`src/hdl/core_pkg.sv`:
```
// shared widths, rv32 encodings and the instruction word type, compiled ahead of every module
`default_nettype none

package core_pkg;

    // datapath widths
    localparam int xlen       = 32;
    localparam int reg_addr_w = 5;
    localparam int csr_addr_w = 12;

    // major opcodes
    localparam logic [6:0] op_reg    = 7'b0110011;
    localparam logic [6:0] op_imm    = 7'b0010011;
    localparam logic [6:0] op_system = 7'b1110011;

    // alu funct3 codes, shared by r and i forms
    localparam logic [2:0] f3_add = 3'b000;
    localparam logic [2:0] f3_xor = 3'b100;
    localparam logic [2:0] f3_or  = 3'b110;
    localparam logic [2:0] f3_and = 3'b111;
    // csr funct3 codes; bit 2 set picks the uimm form
    localparam logic [2:0] f3_csrrw = 3'b001;
    localparam logic [2:0] f3_csrrs = 3'b010;
    localparam logic [2:0] f3_csrrc = 3'b011;

    // only funct7 other than zero we accept
    localparam logic [6:0] funct7_sub = 7'b0100000;

    // implemented csrs
    localparam logic [csr_addr_w-1:0] csr_mscratch = 12'h340;
    localparam logic [csr_addr_w-1:0] csr_minstret = 12'hB02;

    typedef enum logic [1:0] {
        csr_cmd_read,
        csr_cmd_write,
        csr_cmd_set,
        csr_cmd_clear
    } csr_cmd_t;

    typedef enum logic [2:0] {
        alu_add,
        alu_sub,
        alu_and,
        alu_or,
        alu_xor
    } alu_op_t;

    // one 32-bit word, seen as r-type or i-type
    typedef union packed {
        struct packed {
            logic [6:0]            funct7;
            logic [reg_addr_w-1:0] rs2;
            logic [reg_addr_w-1:0] rs1;
            logic [2:0]            funct3;
            logic [reg_addr_w-1:0] rd;
            logic [6:0]            opcode;
        } r_view;
        struct packed {
            logic [11:0]           imm12;
            logic [reg_addr_w-1:0] rs1;
            logic [2:0]            funct3;
            logic [reg_addr_w-1:0] rd;
            logic [6:0]            opcode;
        } i_view;
    } instr_u;

endpackage

`default_nettype wire
```
`src/hdl/core_top.sv`:
```
// core top level, joins the datapath with the csr unit behind the instruction and commit ports
`default_nettype none

module core_top (
    input  wire                                 clk_i,
    input  wire                                 rstn_i,
    input  wire                                 instr_valid_i,
    input  wire core_pkg::instr_u               instr_i,
    output logic                                commit_valid_o,
    output logic                                commit_we_o,
    output logic [core_pkg::reg_addr_w-1:0]     commit_rd_o,
    output logic [core_pkg::xlen-1:0]           commit_data_o,
    output logic                                commit_xcpt_o
);
    import core_pkg::*;

    // writeback request and same cycle answer
    logic                  csr_ena;
    csr_cmd_t              csr_cmd;
    logic [csr_addr_w-1:0] csr_addr;
    logic [xlen-1:0]       csr_wdata;
    logic [xlen-1:0]       csr_rdata;
    logic                  csr_xcpt;
    logic                  retire;

    datapath datapath_i (
        .clk_i          (clk_i),
        .rstn_i         (rstn_i),
        .instr_valid_i  (instr_valid_i),
        .instr_i        (instr_i),
        .csr_rdata_i    (csr_rdata),
        .csr_xcpt_i     (csr_xcpt),
        .csr_ena_o      (csr_ena),
        .csr_cmd_o      (csr_cmd),
        .csr_addr_o     (csr_addr),
        .csr_wdata_o    (csr_wdata),
        .retire_o       (retire),
        .commit_valid_o (commit_valid_o),
        .commit_we_o    (commit_we_o),
        .commit_rd_o    (commit_rd_o),
        .commit_data_o  (commit_data_o),
        .commit_xcpt_o  (commit_xcpt_o)
    );

    csr_unit csr_unit_i (
        .clk_i    (clk_i),
        .rstn_i   (rstn_i),
        .ena_i    (csr_ena),
        .cmd_i    (csr_cmd),
        .addr_i   (csr_addr),
        .wdata_i  (csr_wdata),
        .retire_i (retire),
        .rdata_o  (csr_rdata),
        .xcpt_o   (csr_xcpt)
    );

endmodule

`default_nettype wire

```
`src/hdl/datapath.sv`:
```
// in-order rv32 datapath: decode, register read, execute and writeback with csr commands
`default_nettype none

module datapath (
    input  wire                                 clk_i,
    input  wire                                 rstn_i,
    input  wire                                 instr_valid_i,
    input  wire core_pkg::instr_u               instr_i,
    input  wire [core_pkg::xlen-1:0]            csr_rdata_i,
    input  wire                                 csr_xcpt_i,
    output logic                                csr_ena_o,
    output core_pkg::csr_cmd_t                  csr_cmd_o,
    output logic [core_pkg::csr_addr_w-1:0]     csr_addr_o,
    output logic [core_pkg::xlen-1:0]           csr_wdata_o,
    output logic                                retire_o,
    output logic                                commit_valid_o,
    output logic                                commit_we_o,
    output logic [core_pkg::reg_addr_w-1:0]     commit_rd_o,
    output logic [core_pkg::xlen-1:0]           commit_data_o,
    output logic                                commit_xcpt_o
);
    import core_pkg::*;

    // decode, straight from the decoder
    logic                  id_valid, id_illegal, id_use_imm, id_we, id_is_csr, id_csr_imm;
    logic [reg_addr_w-1:0] id_rd, id_rs1, id_rs2;
    logic [xlen-1:0]       id_imm;
    alu_op_t               id_alu_op;
    logic [2:0]            id_funct3;
    // register read
    logic                  rr_valid, rr_illegal, rr_use_imm, rr_we, rr_is_csr, rr_csr_imm;
    logic [reg_addr_w-1:0] rr_rd, rr_rs1, rr_rs2;
    logic [xlen-1:0]       rr_imm, rr_data1, rr_data2;
    alu_op_t               rr_alu_op;
    logic [2:0]            rr_funct3;
    logic [csr_addr_w-1:0] rr_csr_addr;
    // execute
    logic                  ex_valid, ex_illegal, ex_use_imm, ex_we, ex_is_csr, ex_csr_imm;
    logic [reg_addr_w-1:0] ex_rd, ex_rs1, ex_rs2;
    logic [xlen-1:0]       ex_imm, ex_data1, ex_data2, ex_result;
    alu_op_t               ex_alu_op;
    logic [2:0]            ex_funct3;
    logic [csr_addr_w-1:0] ex_csr_addr;
    // writeback
    logic                  wb_valid, wb_illegal, wb_we, wb_is_csr, wb_csr_imm;
    logic                  wb_xcpt, wb_rf_we;
    logic [reg_addr_w-1:0] wb_rd, wb_rs1;
    logic [xlen-1:0]       wb_result, wb_data;
    logic [2:0]            wb_funct3;
    logic [csr_addr_w-1:0] wb_csr_addr;

    decoder decoder_i (
        .instr_i   (instr_i),
        .valid_i   (instr_valid_i),
        .valid_o   (id_valid),
        .illegal_o (id_illegal),
        .rd_o      (id_rd),
        .rs1_o     (id_rs1),
        .rs2_o     (id_rs2),
        .use_imm_o (id_use_imm),
        .imm_o     (id_imm),
        .alu_op_o  (id_alu_op),
        .we_o      (id_we),
        .is_csr_o  (id_is_csr),
        .csr_imm_o (id_csr_imm),
        .funct3_o  (id_funct3)
    );

    // valid bits, the only reset state of the pipe
    always_ff @(posedge clk_i, negedge rstn_i) begin
        if (!rstn_i) begin
            rr_valid <= 1'b0;
            ex_valid <= 1'b0;
            wb_valid <= 1'b0;
        end else begin
            rr_valid <= id_valid;
            ex_valid <= rr_valid;
            wb_valid <= ex_valid;
        end
    end

    // payload moves every cycle, qualified by valid
    always_ff @(posedge clk_i) begin
        // decode to register read; csr address is the i-type imm field
        {rr_illegal, rr_use_imm, rr_we, rr_is_csr, rr_csr_imm} <=
            {id_illegal, id_use_imm, id_we, id_is_csr, id_csr_imm};
        {rr_rd, rr_rs1, rr_rs2, rr_imm} <= {id_rd, id_rs1, id_rs2, id_imm};
        rr_alu_op   <= id_alu_op;
        rr_funct3   <= id_funct3;
        rr_csr_addr <= instr_i.i_view.imm12;
        // register read to execute
        {ex_illegal, ex_use_imm, ex_we, ex_is_csr, ex_csr_imm} <=
            {rr_illegal, rr_use_imm, rr_we, rr_is_csr, rr_csr_imm};
        {ex_rd, ex_rs1, ex_rs2, ex_imm} <= {rr_rd, rr_rs1, rr_rs2, rr_imm};
        {ex_data1, ex_data2} <= {rr_data1, rr_data2};
        ex_alu_op   <= rr_alu_op;
        ex_funct3   <= rr_funct3;
        ex_csr_addr <= rr_csr_addr;
        // execute to writeback
        {wb_illegal, wb_we, wb_is_csr, wb_csr_imm} <= {ex_illegal, ex_we, ex_is_csr, ex_csr_imm};
        {wb_rd, wb_rs1, wb_result} <= {ex_rd, ex_rs1, ex_result};
        wb_funct3   <= ex_funct3;
        wb_csr_addr <= ex_csr_addr;
    end

    // distance two hazards are covered by the write-through
    regfile regfile_i (
        .clk_i    (clk_i),
        .rstn_i   (rstn_i),
        .we_i     (wb_rf_we),
        .waddr_i  (wb_rd),
        .wdata_i  (wb_data),
        .raddr1_i (rr_rs1),
        .raddr2_i (rr_rs2),
        .rdata1_o (rr_data1),
        .rdata2_o (rr_data2)
    );

    exe_stage exe_stage_i (
        .rs1_i       (ex_rs1),
        .rs2_i       (ex_rs2),
        .data1_i     (ex_data1),
        .data2_i     (ex_data2),
        .use_imm_i   (ex_use_imm),
        .imm_i       (ex_imm),
        .alu_op_i    (ex_alu_op),
        .byp_valid_i (wb_rf_we),
        .byp_rd_i    (wb_rd),
        .byp_data_i  (wb_data),
        .result_o    (ex_result)
    );

    // csr command; zero rs1 or uimm turns set and clear into a plain read
    always_comb begin
        case ({1'b0, wb_funct3[1:0]})
            f3_csrrw: csr_cmd_o = csr_cmd_write;
            f3_csrrs: csr_cmd_o = (wb_rs1 == '0) ? csr_cmd_read : csr_cmd_set;
            f3_csrrc: csr_cmd_o = (wb_rs1 == '0) ? csr_cmd_read : csr_cmd_clear;
            default:  csr_cmd_o = csr_cmd_read;
        endcase
    end

    assign csr_ena_o   = wb_valid && wb_is_csr && !wb_illegal;
    assign csr_addr_o  = csr_ena_o ? wb_csr_addr : '0;
    // uimm form carries the 5-bit field in the rs1 slot
    assign csr_wdata_o = wb_csr_imm ? {{(xlen-reg_addr_w){1'b0}}, wb_rs1} : wb_result;

    // bad encoding or a rejected csr access
    assign wb_xcpt  = wb_valid && (wb_illegal || csr_xcpt_i);
    assign wb_rf_we = wb_valid && wb_we && !wb_xcpt;
    assign retire_o = wb_valid && !wb_xcpt;
    assign wb_data  = wb_is_csr ? csr_rdata_i : wb_result;

    assign commit_valid_o = wb_valid;
    assign commit_we_o    = wb_rf_we;
    assign commit_rd_o    = wb_rd;
    assign commit_data_o  = wb_data;
    assign commit_xcpt_o  = wb_xcpt;

    // faulting commit neither writes nor retires
    assert property (@(posedge clk_i) disable iff (!rstn_i)
        commit_xcpt_o |-> (!commit_we_o && !retire_o));

endmodule

`default_nettype wire

```
`src/hdl/csr_unit.sv`:
```
// machine csr file with mscratch and minstret, serves the writeback command of the datapath
`default_nettype none

module csr_unit (
    input  wire                                 clk_i,
    input  wire                                 rstn_i,
    input  wire                                 ena_i,
    input  wire core_pkg::csr_cmd_t             cmd_i,
    input  wire [core_pkg::csr_addr_w-1:0]      addr_i,
    input  wire [core_pkg::xlen-1:0]            wdata_i,
    input  wire                                 retire_i,
    output logic [core_pkg::xlen-1:0]           rdata_o,
    output logic                                xcpt_o
);
    import core_pkg::*;

    logic [xlen-1:0] mscratch;
    logic [xlen-1:0] minstret;
    logic [xlen-1:0] mscratch_next;
    logic            hit_mscratch;
    logic            hit_minstret;
    logic            is_write;

    assign hit_mscratch = addr_i == csr_mscratch;
    assign hit_minstret = addr_i == csr_minstret;
    // set and clear count as writes, read does not
    assign is_write     = cmd_i != csr_cmd_read;

    // old value goes back to rd
    always_comb begin
        rdata_o = '0;
        if (hit_mscratch) begin
            rdata_o = mscratch;
        end else if (hit_minstret) begin
            rdata_o = minstret;
        end
    end

    // minstret is read only, anything unmapped faults
    assign xcpt_o = ena_i && (hit_minstret ? is_write : !hit_mscratch);

    always_comb begin
        case (cmd_i)
            csr_cmd_write: mscratch_next = wdata_i;
            csr_cmd_set:   mscratch_next = mscratch | wdata_i;
            csr_cmd_clear: mscratch_next = mscratch & ~wdata_i;
            default:       mscratch_next = mscratch;
        endcase
    end

    always_ff @(posedge clk_i, negedge rstn_i) begin
        if (!rstn_i) begin
            mscratch <= '0;
            minstret <= '0;
        end else begin
            if (ena_i && !xcpt_o && hit_mscratch && is_write) begin
                mscratch <= mscratch_next;
            end
            // a csr read of minstret sees the count before itself
            if (retire_i) begin
                minstret <= minstret + 1'b1;
            end
        end
    end

    // faulting access changes nothing, so the datapath must hold retire low too
    assert property (@(posedge clk_i) disable iff (!rstn_i)
        xcpt_o |=> ($stable(mscratch) && $stable(minstret)));

endmodule

`default_nettype wire

```
`src/hdl/exe_stage.sv`:
```
// execute stage alu, takes the writeback value in place of a stale register operand
`default_nettype none

module exe_stage (
    input  wire [core_pkg::reg_addr_w-1:0]      rs1_i,
    input  wire [core_pkg::reg_addr_w-1:0]      rs2_i,
    input  wire [core_pkg::xlen-1:0]            data1_i,
    input  wire [core_pkg::xlen-1:0]            data2_i,
    input  wire                                 use_imm_i,
    input  wire [core_pkg::xlen-1:0]            imm_i,
    input  wire core_pkg::alu_op_t              alu_op_i,
    input  wire                                 byp_valid_i,
    input  wire [core_pkg::reg_addr_w-1:0]      byp_rd_i,
    input  wire [core_pkg::xlen-1:0]            byp_data_i,
    output logic [core_pkg::xlen-1:0]           result_o
);
    import core_pkg::*;

    logic            byp_hit1;
    logic            byp_hit2;
    logic [xlen-1:0] op_a;
    logic [xlen-1:0] op_b;
    logic [xlen-1:0] src2;

    // bypass only a real register, x0 has no producer
    assign byp_hit1 = byp_valid_i && (byp_rd_i != '0) && (byp_rd_i == rs1_i);
    assign byp_hit2 = byp_valid_i && (byp_rd_i != '0) && (byp_rd_i == rs2_i);

    assign op_a = byp_hit1 ? byp_data_i : data1_i;
    assign src2 = byp_hit2 ? byp_data_i : data2_i;
    // i-type and csr use the immediate, zero for csr
    assign op_b = use_imm_i ? imm_i : src2;

    always_comb begin
        case (alu_op_i)
            alu_add: result_o = op_a + op_b;
            alu_sub: result_o = op_a - op_b;
            alu_and: result_o = op_a & op_b;
            alu_or:  result_o = op_a | op_b;
            alu_xor: result_o = op_a ^ op_b;
            default: result_o = '0;
        endcase
    end

endmodule

`default_nettype wire

```
`src/hdl/regfile.sv`:
```
// integer register file, two combinational read ports with write-through, one clocked write port
`default_nettype none

module regfile (
    input  wire                                 clk_i,
    input  wire                                 rstn_i,
    input  wire                                 we_i,
    input  wire [core_pkg::reg_addr_w-1:0]      waddr_i,
    input  wire [core_pkg::xlen-1:0]            wdata_i,
    input  wire [core_pkg::reg_addr_w-1:0]      raddr1_i,
    input  wire [core_pkg::reg_addr_w-1:0]      raddr2_i,
    output logic [core_pkg::xlen-1:0]           rdata1_o,
    output logic [core_pkg::xlen-1:0]           rdata2_o
);
    import core_pkg::*;

    logic [xlen-1:0] regs [2**reg_addr_w];
    logic            wr_live;

    // writes to x0 are dropped here
    assign wr_live = we_i && (waddr_i != '0);

    always_ff @(posedge clk_i, negedge rstn_i) begin
        if (!rstn_i) begin
            for (int i = 0; i < 2**reg_addr_w; i++) begin
                regs[i] <= '0;
            end
        end else if (wr_live) begin
            regs[waddr_i] <= wdata_i;
        end
    end

    // same cycle write shows up on the read ports
    assign rdata1_o = (wr_live && (waddr_i == raddr1_i)) ? wdata_i : regs[raddr1_i];
    assign rdata2_o = (wr_live && (waddr_i == raddr2_i)) ? wdata_i : regs[raddr2_i];

    // x0 stays zero even with a forwarded write to it
    assert property (@(posedge clk_i) disable iff (!rstn_i)
        (raddr1_i == '0) |-> (rdata1_o == '0));
    assert property (@(posedge clk_i) disable iff (!rstn_i)
        (raddr2_i == '0) |-> (rdata2_o == '0));

endmodule

`default_nettype wire

```
`src/hdl/decoder.sv`:
```
// combinational rv32 decoder, turns a strobed instruction word into the decode stage entry
`default_nettype none

module decoder (
    input  wire core_pkg::instr_u               instr_i,
    input  wire                                 valid_i,
    output logic                                valid_o,
    output logic                                illegal_o,
    output logic [core_pkg::reg_addr_w-1:0]     rd_o,
    output logic [core_pkg::reg_addr_w-1:0]     rs1_o,
    output logic [core_pkg::reg_addr_w-1:0]     rs2_o,
    output logic                                use_imm_o,
    output logic [core_pkg::xlen-1:0]           imm_o,
    output core_pkg::alu_op_t                   alu_op_o,
    output logic                                we_o,
    output logic                                is_csr_o,
    output logic                                csr_imm_o,
    output logic [2:0]                          funct3_o
);
    import core_pkg::*;

    assign valid_o = valid_i;

    always_comb begin
        // defaults describe a harmless add of x0
        rd_o      = '0;
        rs1_o     = '0;
        rs2_o     = '0;
        use_imm_o = 1'b0;
        imm_o     = '0;
        alu_op_o  = alu_add;
        we_o      = 1'b0;
        is_csr_o  = 1'b0;
        csr_imm_o = 1'b0;
        funct3_o  = instr_i.r_view.funct3;
        illegal_o = 1'b0;
        case (instr_i.r_view.opcode)
            op_reg: begin
                rd_o  = instr_i.r_view.rd;
                rs1_o = instr_i.r_view.rs1;
                rs2_o = instr_i.r_view.rs2;
                we_o  = 1'b1;
                // funct7 must be zero apart from sub
                case (instr_i.r_view.funct3)
                    f3_add: begin
                        alu_op_o  = (instr_i.r_view.funct7 == funct7_sub) ? alu_sub : alu_add;
                        illegal_o = (instr_i.r_view.funct7 != funct7_sub) &&
                                    (instr_i.r_view.funct7 != '0);
                    end
                    f3_xor: begin
                        alu_op_o  = alu_xor;
                        illegal_o = instr_i.r_view.funct7 != '0;
                    end
                    f3_or: begin
                        alu_op_o  = alu_or;
                        illegal_o = instr_i.r_view.funct7 != '0;
                    end
                    f3_and: begin
                        alu_op_o  = alu_and;
                        illegal_o = instr_i.r_view.funct7 != '0;
                    end
                    default: illegal_o = 1'b1;
                endcase
            end
            op_imm: begin
                rd_o      = instr_i.i_view.rd;
                rs1_o     = instr_i.i_view.rs1;
                use_imm_o = 1'b1;
                we_o      = 1'b1;
                imm_o     = {{(xlen-12){instr_i.i_view.imm12[11]}}, instr_i.i_view.imm12};
                case (instr_i.i_view.funct3)
                    f3_add:  alu_op_o = alu_add;
                    f3_xor:  alu_op_o = alu_xor;
                    f3_or:   alu_op_o = alu_or;
                    f3_and:  alu_op_o = alu_and;
                    default: illegal_o = 1'b1;
                endcase
            end
            op_system: begin
                // rs1 + 0 through the alu gives the csr source
                rd_o      = instr_i.i_view.rd;
                rs1_o     = instr_i.i_view.rs1;
                use_imm_o = 1'b1;
                we_o      = 1'b1;
                is_csr_o  = 1'b1;
                csr_imm_o = instr_i.i_view.funct3[2];
                // ecall, ebreak and xret are not supported
                illegal_o = instr_i.i_view.funct3[1:0] == 2'b00;
            end
            default: illegal_o = 1'b1;
        endcase
    end

endmodule

`default_nettype wire

```
`config.mk`:
```
export PLATFORM = sky130hd
export DESIGN_NAME = core_top
export DESIGN_NICKNAME = d
export VERILOG_FILES = /design/src/hdl/core_pkg.sv /design/src/hdl/core_top.sv /design/src/hdl/datapath.sv /design/src/hdl/csr_unit.sv /design/src/hdl/exe_stage.sv /design/src/hdl/regfile.sv /design/src/hdl/decoder.sv
export SDC_FILE = /design/constraint.sdc
export NUM_CORES = 2
export LEC_CHECK = 0
export BUFFER_PORTS_ARGS = -buffer_cell sky130_fd_sc_hd__buf_2
export CAP_MARGIN = 20
export CORE_UTILIZATION = 40
export CTS_BUF_LIST = sky130_fd_sc_hd__clkbuf_16
export CTS_CLUSTER_DIAMETER = 40
export DETAILED_ROUTE_END_ITERATION = 10
export SLEW_MARGIN = 20
export SYNTH_ARGS = -nofsm -noshare
export SYNTH_HDL_FRONTEND = slang
export SYNTH_SLANG_ARGS = --single-unit
```
`constraint.sdc`:
```
create_clock -name clk_i -period 6.8 [get_ports clk_i]
set_clock_uncertainty 0.15 [all_clocks]
set_input_delay 1.36 -clock clk_i [delete_from_list [all_inputs] [get_ports clk_i]]
set_output_delay 1.36 -clock clk_i [all_outputs]
set_load 0.01 [all_outputs]
```
==> reports/metrics.csv <==
stage,metric,value,unit
outcome,status,finished clean,
setup_path,WP data required,7.35,ns
clock_network,setup bufs post-CTS,0,
logic_synthesis,Synth Cell Area,66000,sq um
clock_network,H-tree level count,4,
setup_path,"CP delay by family, top",simple AND/OR/NAND/NOR gates,
setup_path,Levels on crit path,26,
sta,number of setup violations in the final report,0,
sta,Rel. slew slack,19.7,%
clock_network,CTS Buf Count,190,
floorplanning,# IOs,75,
logic_synthesis,Synth Register Bits,1313,
setup_path,Critical Path AT,6.87,ns
sta,final setup margin,0.473,ns
setup_path,Worst setup EP type,flip-flop,
sta,Final Hold Vio Count,0,
detailed_routing,routed length per instance,26.0,microns
global_route,first-pass GRT wire length,318000,microns
min_path,hold depth,0,
sta,Pins Over Slew Limit,0,
floorplanning,Die W,408,microns
global_route,GR Overflow Total,0,
detailed_routing,Initial DRC Count,4568,
floorplanning,die area,167000,sq um
clock_network,TritonCTS clock tree,done,
clock_network,clock sinks,1313,
final_layout,Layout Nets,5885,
power_and_ir_drop,Peak VDD IR,0.000283,V
place,placer congestion estimate,0.969,
clock_network,clk slew on worst S/H paths,0.06,ns
clock_network,Worst-Skew Late Latency,0.84,ns
logic_synthesis,Post-synth top flop,dfrtp_1,
detailed_routing,Total Wirelength,211000,microns
logic_synthesis,syn_area_per_cell,11.2,sq um
sta,RSZ-0062 raised after global routing,false,
min_path,HP Class,flip-flop to flip-flop,
setup_path,CP Launch Type,flip-flop,
floorplanning,row count,148,
sta,worst slew pin tran,1.20,ns
setup_path,worst reg2reg setup slack,0.47,ns
final_layout,share of layout cells above drive strength 1,21.8,%
global_route,largest net degree at the start of global routing,164,
sta,max frequency,158,MHz
clock_network,root buf cell,clkbuf_16,
detailed_routing,Via density,5.90,
global_route,antenna violations before repair,3,
setup_path,Crit-path slowest cell,dfxtp_1,
sta,Post-Route Setup TNS,0,ns
floorplanning,core region area,163000,sq um
final_layout,area grow syn2layout,14.7,%
place,HPWL Detailed,126000,microns
logic_synthesis,synth unique cells,78,
logic_synthesis,Async SR Flop Fraction,83.1,%
sta,Tmin final,6.33,ns
detailed_routing,via count,47800,
clock_network,hold buffer count at cts,0,
floorplanning,starting density of the core,40.4,%
sta,fin crit share,93.0,%
logic_synthesis,Mapped Cells,5897,
final_layout,# diodes,0,
setup_path,"most used cell, CP",nand2_1,
place,dpl ws,0.578,ns
power_and_ir_drop,Leak Pwr,32.1,nW
logic_synthesis,register area share after synthesis,48.1,%
setup_path,R2R depth,26,
logic_synthesis,Post-synth EDFFs,0,
run,max_cap viols,0,
clock_network,Post-CTS Resized,0,
setup_path,CP Max Fanout,12,
global_route,vias in the first global route,48000,
detailed_routing,DRT Pass-1 Iters,5,
logic_synthesis,yosys warns,0,
setup_path,Critical Path Max Stage Delay,0.65,ns
detailed_routing,DRC Markers,0,
detailed_routing,Antenna Violating Nets Remaining,0,
global_route,GRT Resource Usage Total,25.5,%
setup_path,Crit path buffers/inverters,2,
logic_synthesis,Post-Syn Nets,6031,
power_and_ir_drop,P per Cell Area,237,nW/um^2
floorplanning,die height,408,microns
setup_path,critical path type,flip-flop to flip-flop,
clock_network,CTS max path bufs,3,
place,IO buf count,74,
## placed cells by master (no fill, tap or decap), drive strengths merged, types with 11 or more instances in the layout
cell type	n
a221oi	29
o21ai	467
and2	17
clkinv	75
nor3	29
a22o	29
o311a	11
a211oi	85
ha	98
mux2i	15
xor2	25
nor2b	139
and3	17
nand4	16
a31oi	13
clkinvlp	21
buf	227
inv	171
clkbuf	195
dfrtp	1091
nand3	30
mux4	640
o211ai	15
dfxtp	222
a21oi	750
a21o	45
nor2	771
xnor2	78
nand2b	13
nand2	477
## cell families after synthesis
group / share of synthesized area [%]
adders and majority gates: 1.89
buffers and inverters: 3.89
xor gates and xnor gates: 1.37
DFF: 48.1
muxes: 22.1
AOI/OAI and AO/OA: 12.7
and+or+nand+nor: 9.98
## cell usage after synthesis, types with 10 or more instances
cell type	n	share of area, %
clkbuf_1	499	2.8
a31oi_1	13	0.12
and3_1	17	0.16
o21ai_0	463	3.5
nor3_1	28	0.21
a22o_1	29	0.38
buf_1	52	0.30
nor2b_1	139	1.3
nand2_1	477	2.7
a21oi_1	750	5.7
a221oi_1	23	0.30
nand4_1	15	0.14
mux2i_1	15	0.23
nand3_1	30	0.23
buf_2	12	0.091
o211ai_1	14	0.16
dfrtp_1	1091	41
o21a_1	10	0.11
dfxtp_1	222	6.7
a211oi_1	85	0.97
and2_1	17	0.16
o22ai_1	10	0.095
nand2b_1	13	0.12
mux4_2	640	22
nor2_1	769	4.4
xnor2_1	78	1.0
ha_1	98	1.9
xor2_1	25	0.33
a21o_1	45	0.51
inv_1	107	0.61
## final timing paths
path                                            from                        endpoint
setup / recovery           datapath_i.commit_rd_o[3]        datapath_i.wb_result[31]
hold / removal                      datapath_i.rr_we                datapath_i.ex_we
setup reg to reg           datapath_i.commit_rd_o[3]        datapath_i.wb_result[31]
hold reg to reg                     datapath_i.rr_we                datapath_i.ex_we
max in group asynchronous                     rstn_i  datapath_i.regfile_i.regs[335]
min in group asynchronous                     rstn_i             datapath_i.rr_valid
## through the flow
stage	utilization (%)	area [sq um]	cells	total power, mW	hold WS [ns]
final	46.4	75800	8093	17.9	0.169
after global routing	46.4	75800	8093	18.5	0.171
after CTS	46.4	75800	8093	18.1	0.169
after detailed placement	42.5	69400	7734	8.33	0.162
after global placement	42.4	69300	7732	8.33	0.161
after floorplan	-	66000	5897	8.09	0.160
## flip-flops by register name (all words and copies together) (netlist names), 12 cells and up
name                       flops
datapath_i.wb_result          32
datapath_i.ex_imm             12
datapath_i.regfile_i.regs   1024
datapath_i.ex_data2           32
datapath_i.rr_csr_addr        12
datapath_i.rr_imm             12
csr_unit_i.minstret           32
datapath_i.ex_csr_addr        12
csr_unit_i.mscratch           32
datapath_i.ex_data1           32
datapath_i.wb_csr_addr        12
## where the power goes
part / leakage, nW / internal, mW / switching (mW)
registers: 17.1 / 7.82 / 0.0261
clock network: 3.16 / 5.73 / 4.03
logic: 11.9 / 0.0768 / 0.262
total: 32.1 / 13.6 / 4.32
## cell type report
class,count,area [sq um]
clock buffer,195,4880
clock inverter,164,1540
fill,14900,87600
inverter,113,424
multi-input combinational,3906,32500
sequential,1313,31800
tap,2175,2720
timing repair buffer,227,1920
## routing by layer
metal	share of wire, %	vias up	track usage (%)
li1	-	21100	-
met1	43	24400	36.1
met2	46	1912	39.5
met3	8.0	391	4.80
met4	3.2	0	8.40
met5	0	-	0
## worst reg2reg max path: cells and delay by family, from the launching register on
kind                       cells  cell delay [ns]
AOI/OAI and AO/OA              9             2.05
xor gates and xnor gates       2             0.25
adders and majority gates      2             0.56
buffers and inverters          2             0.34
DFF                            1             0.65
and+or+nand+nor               11             2.21
(Power assumes the default switching activity.)
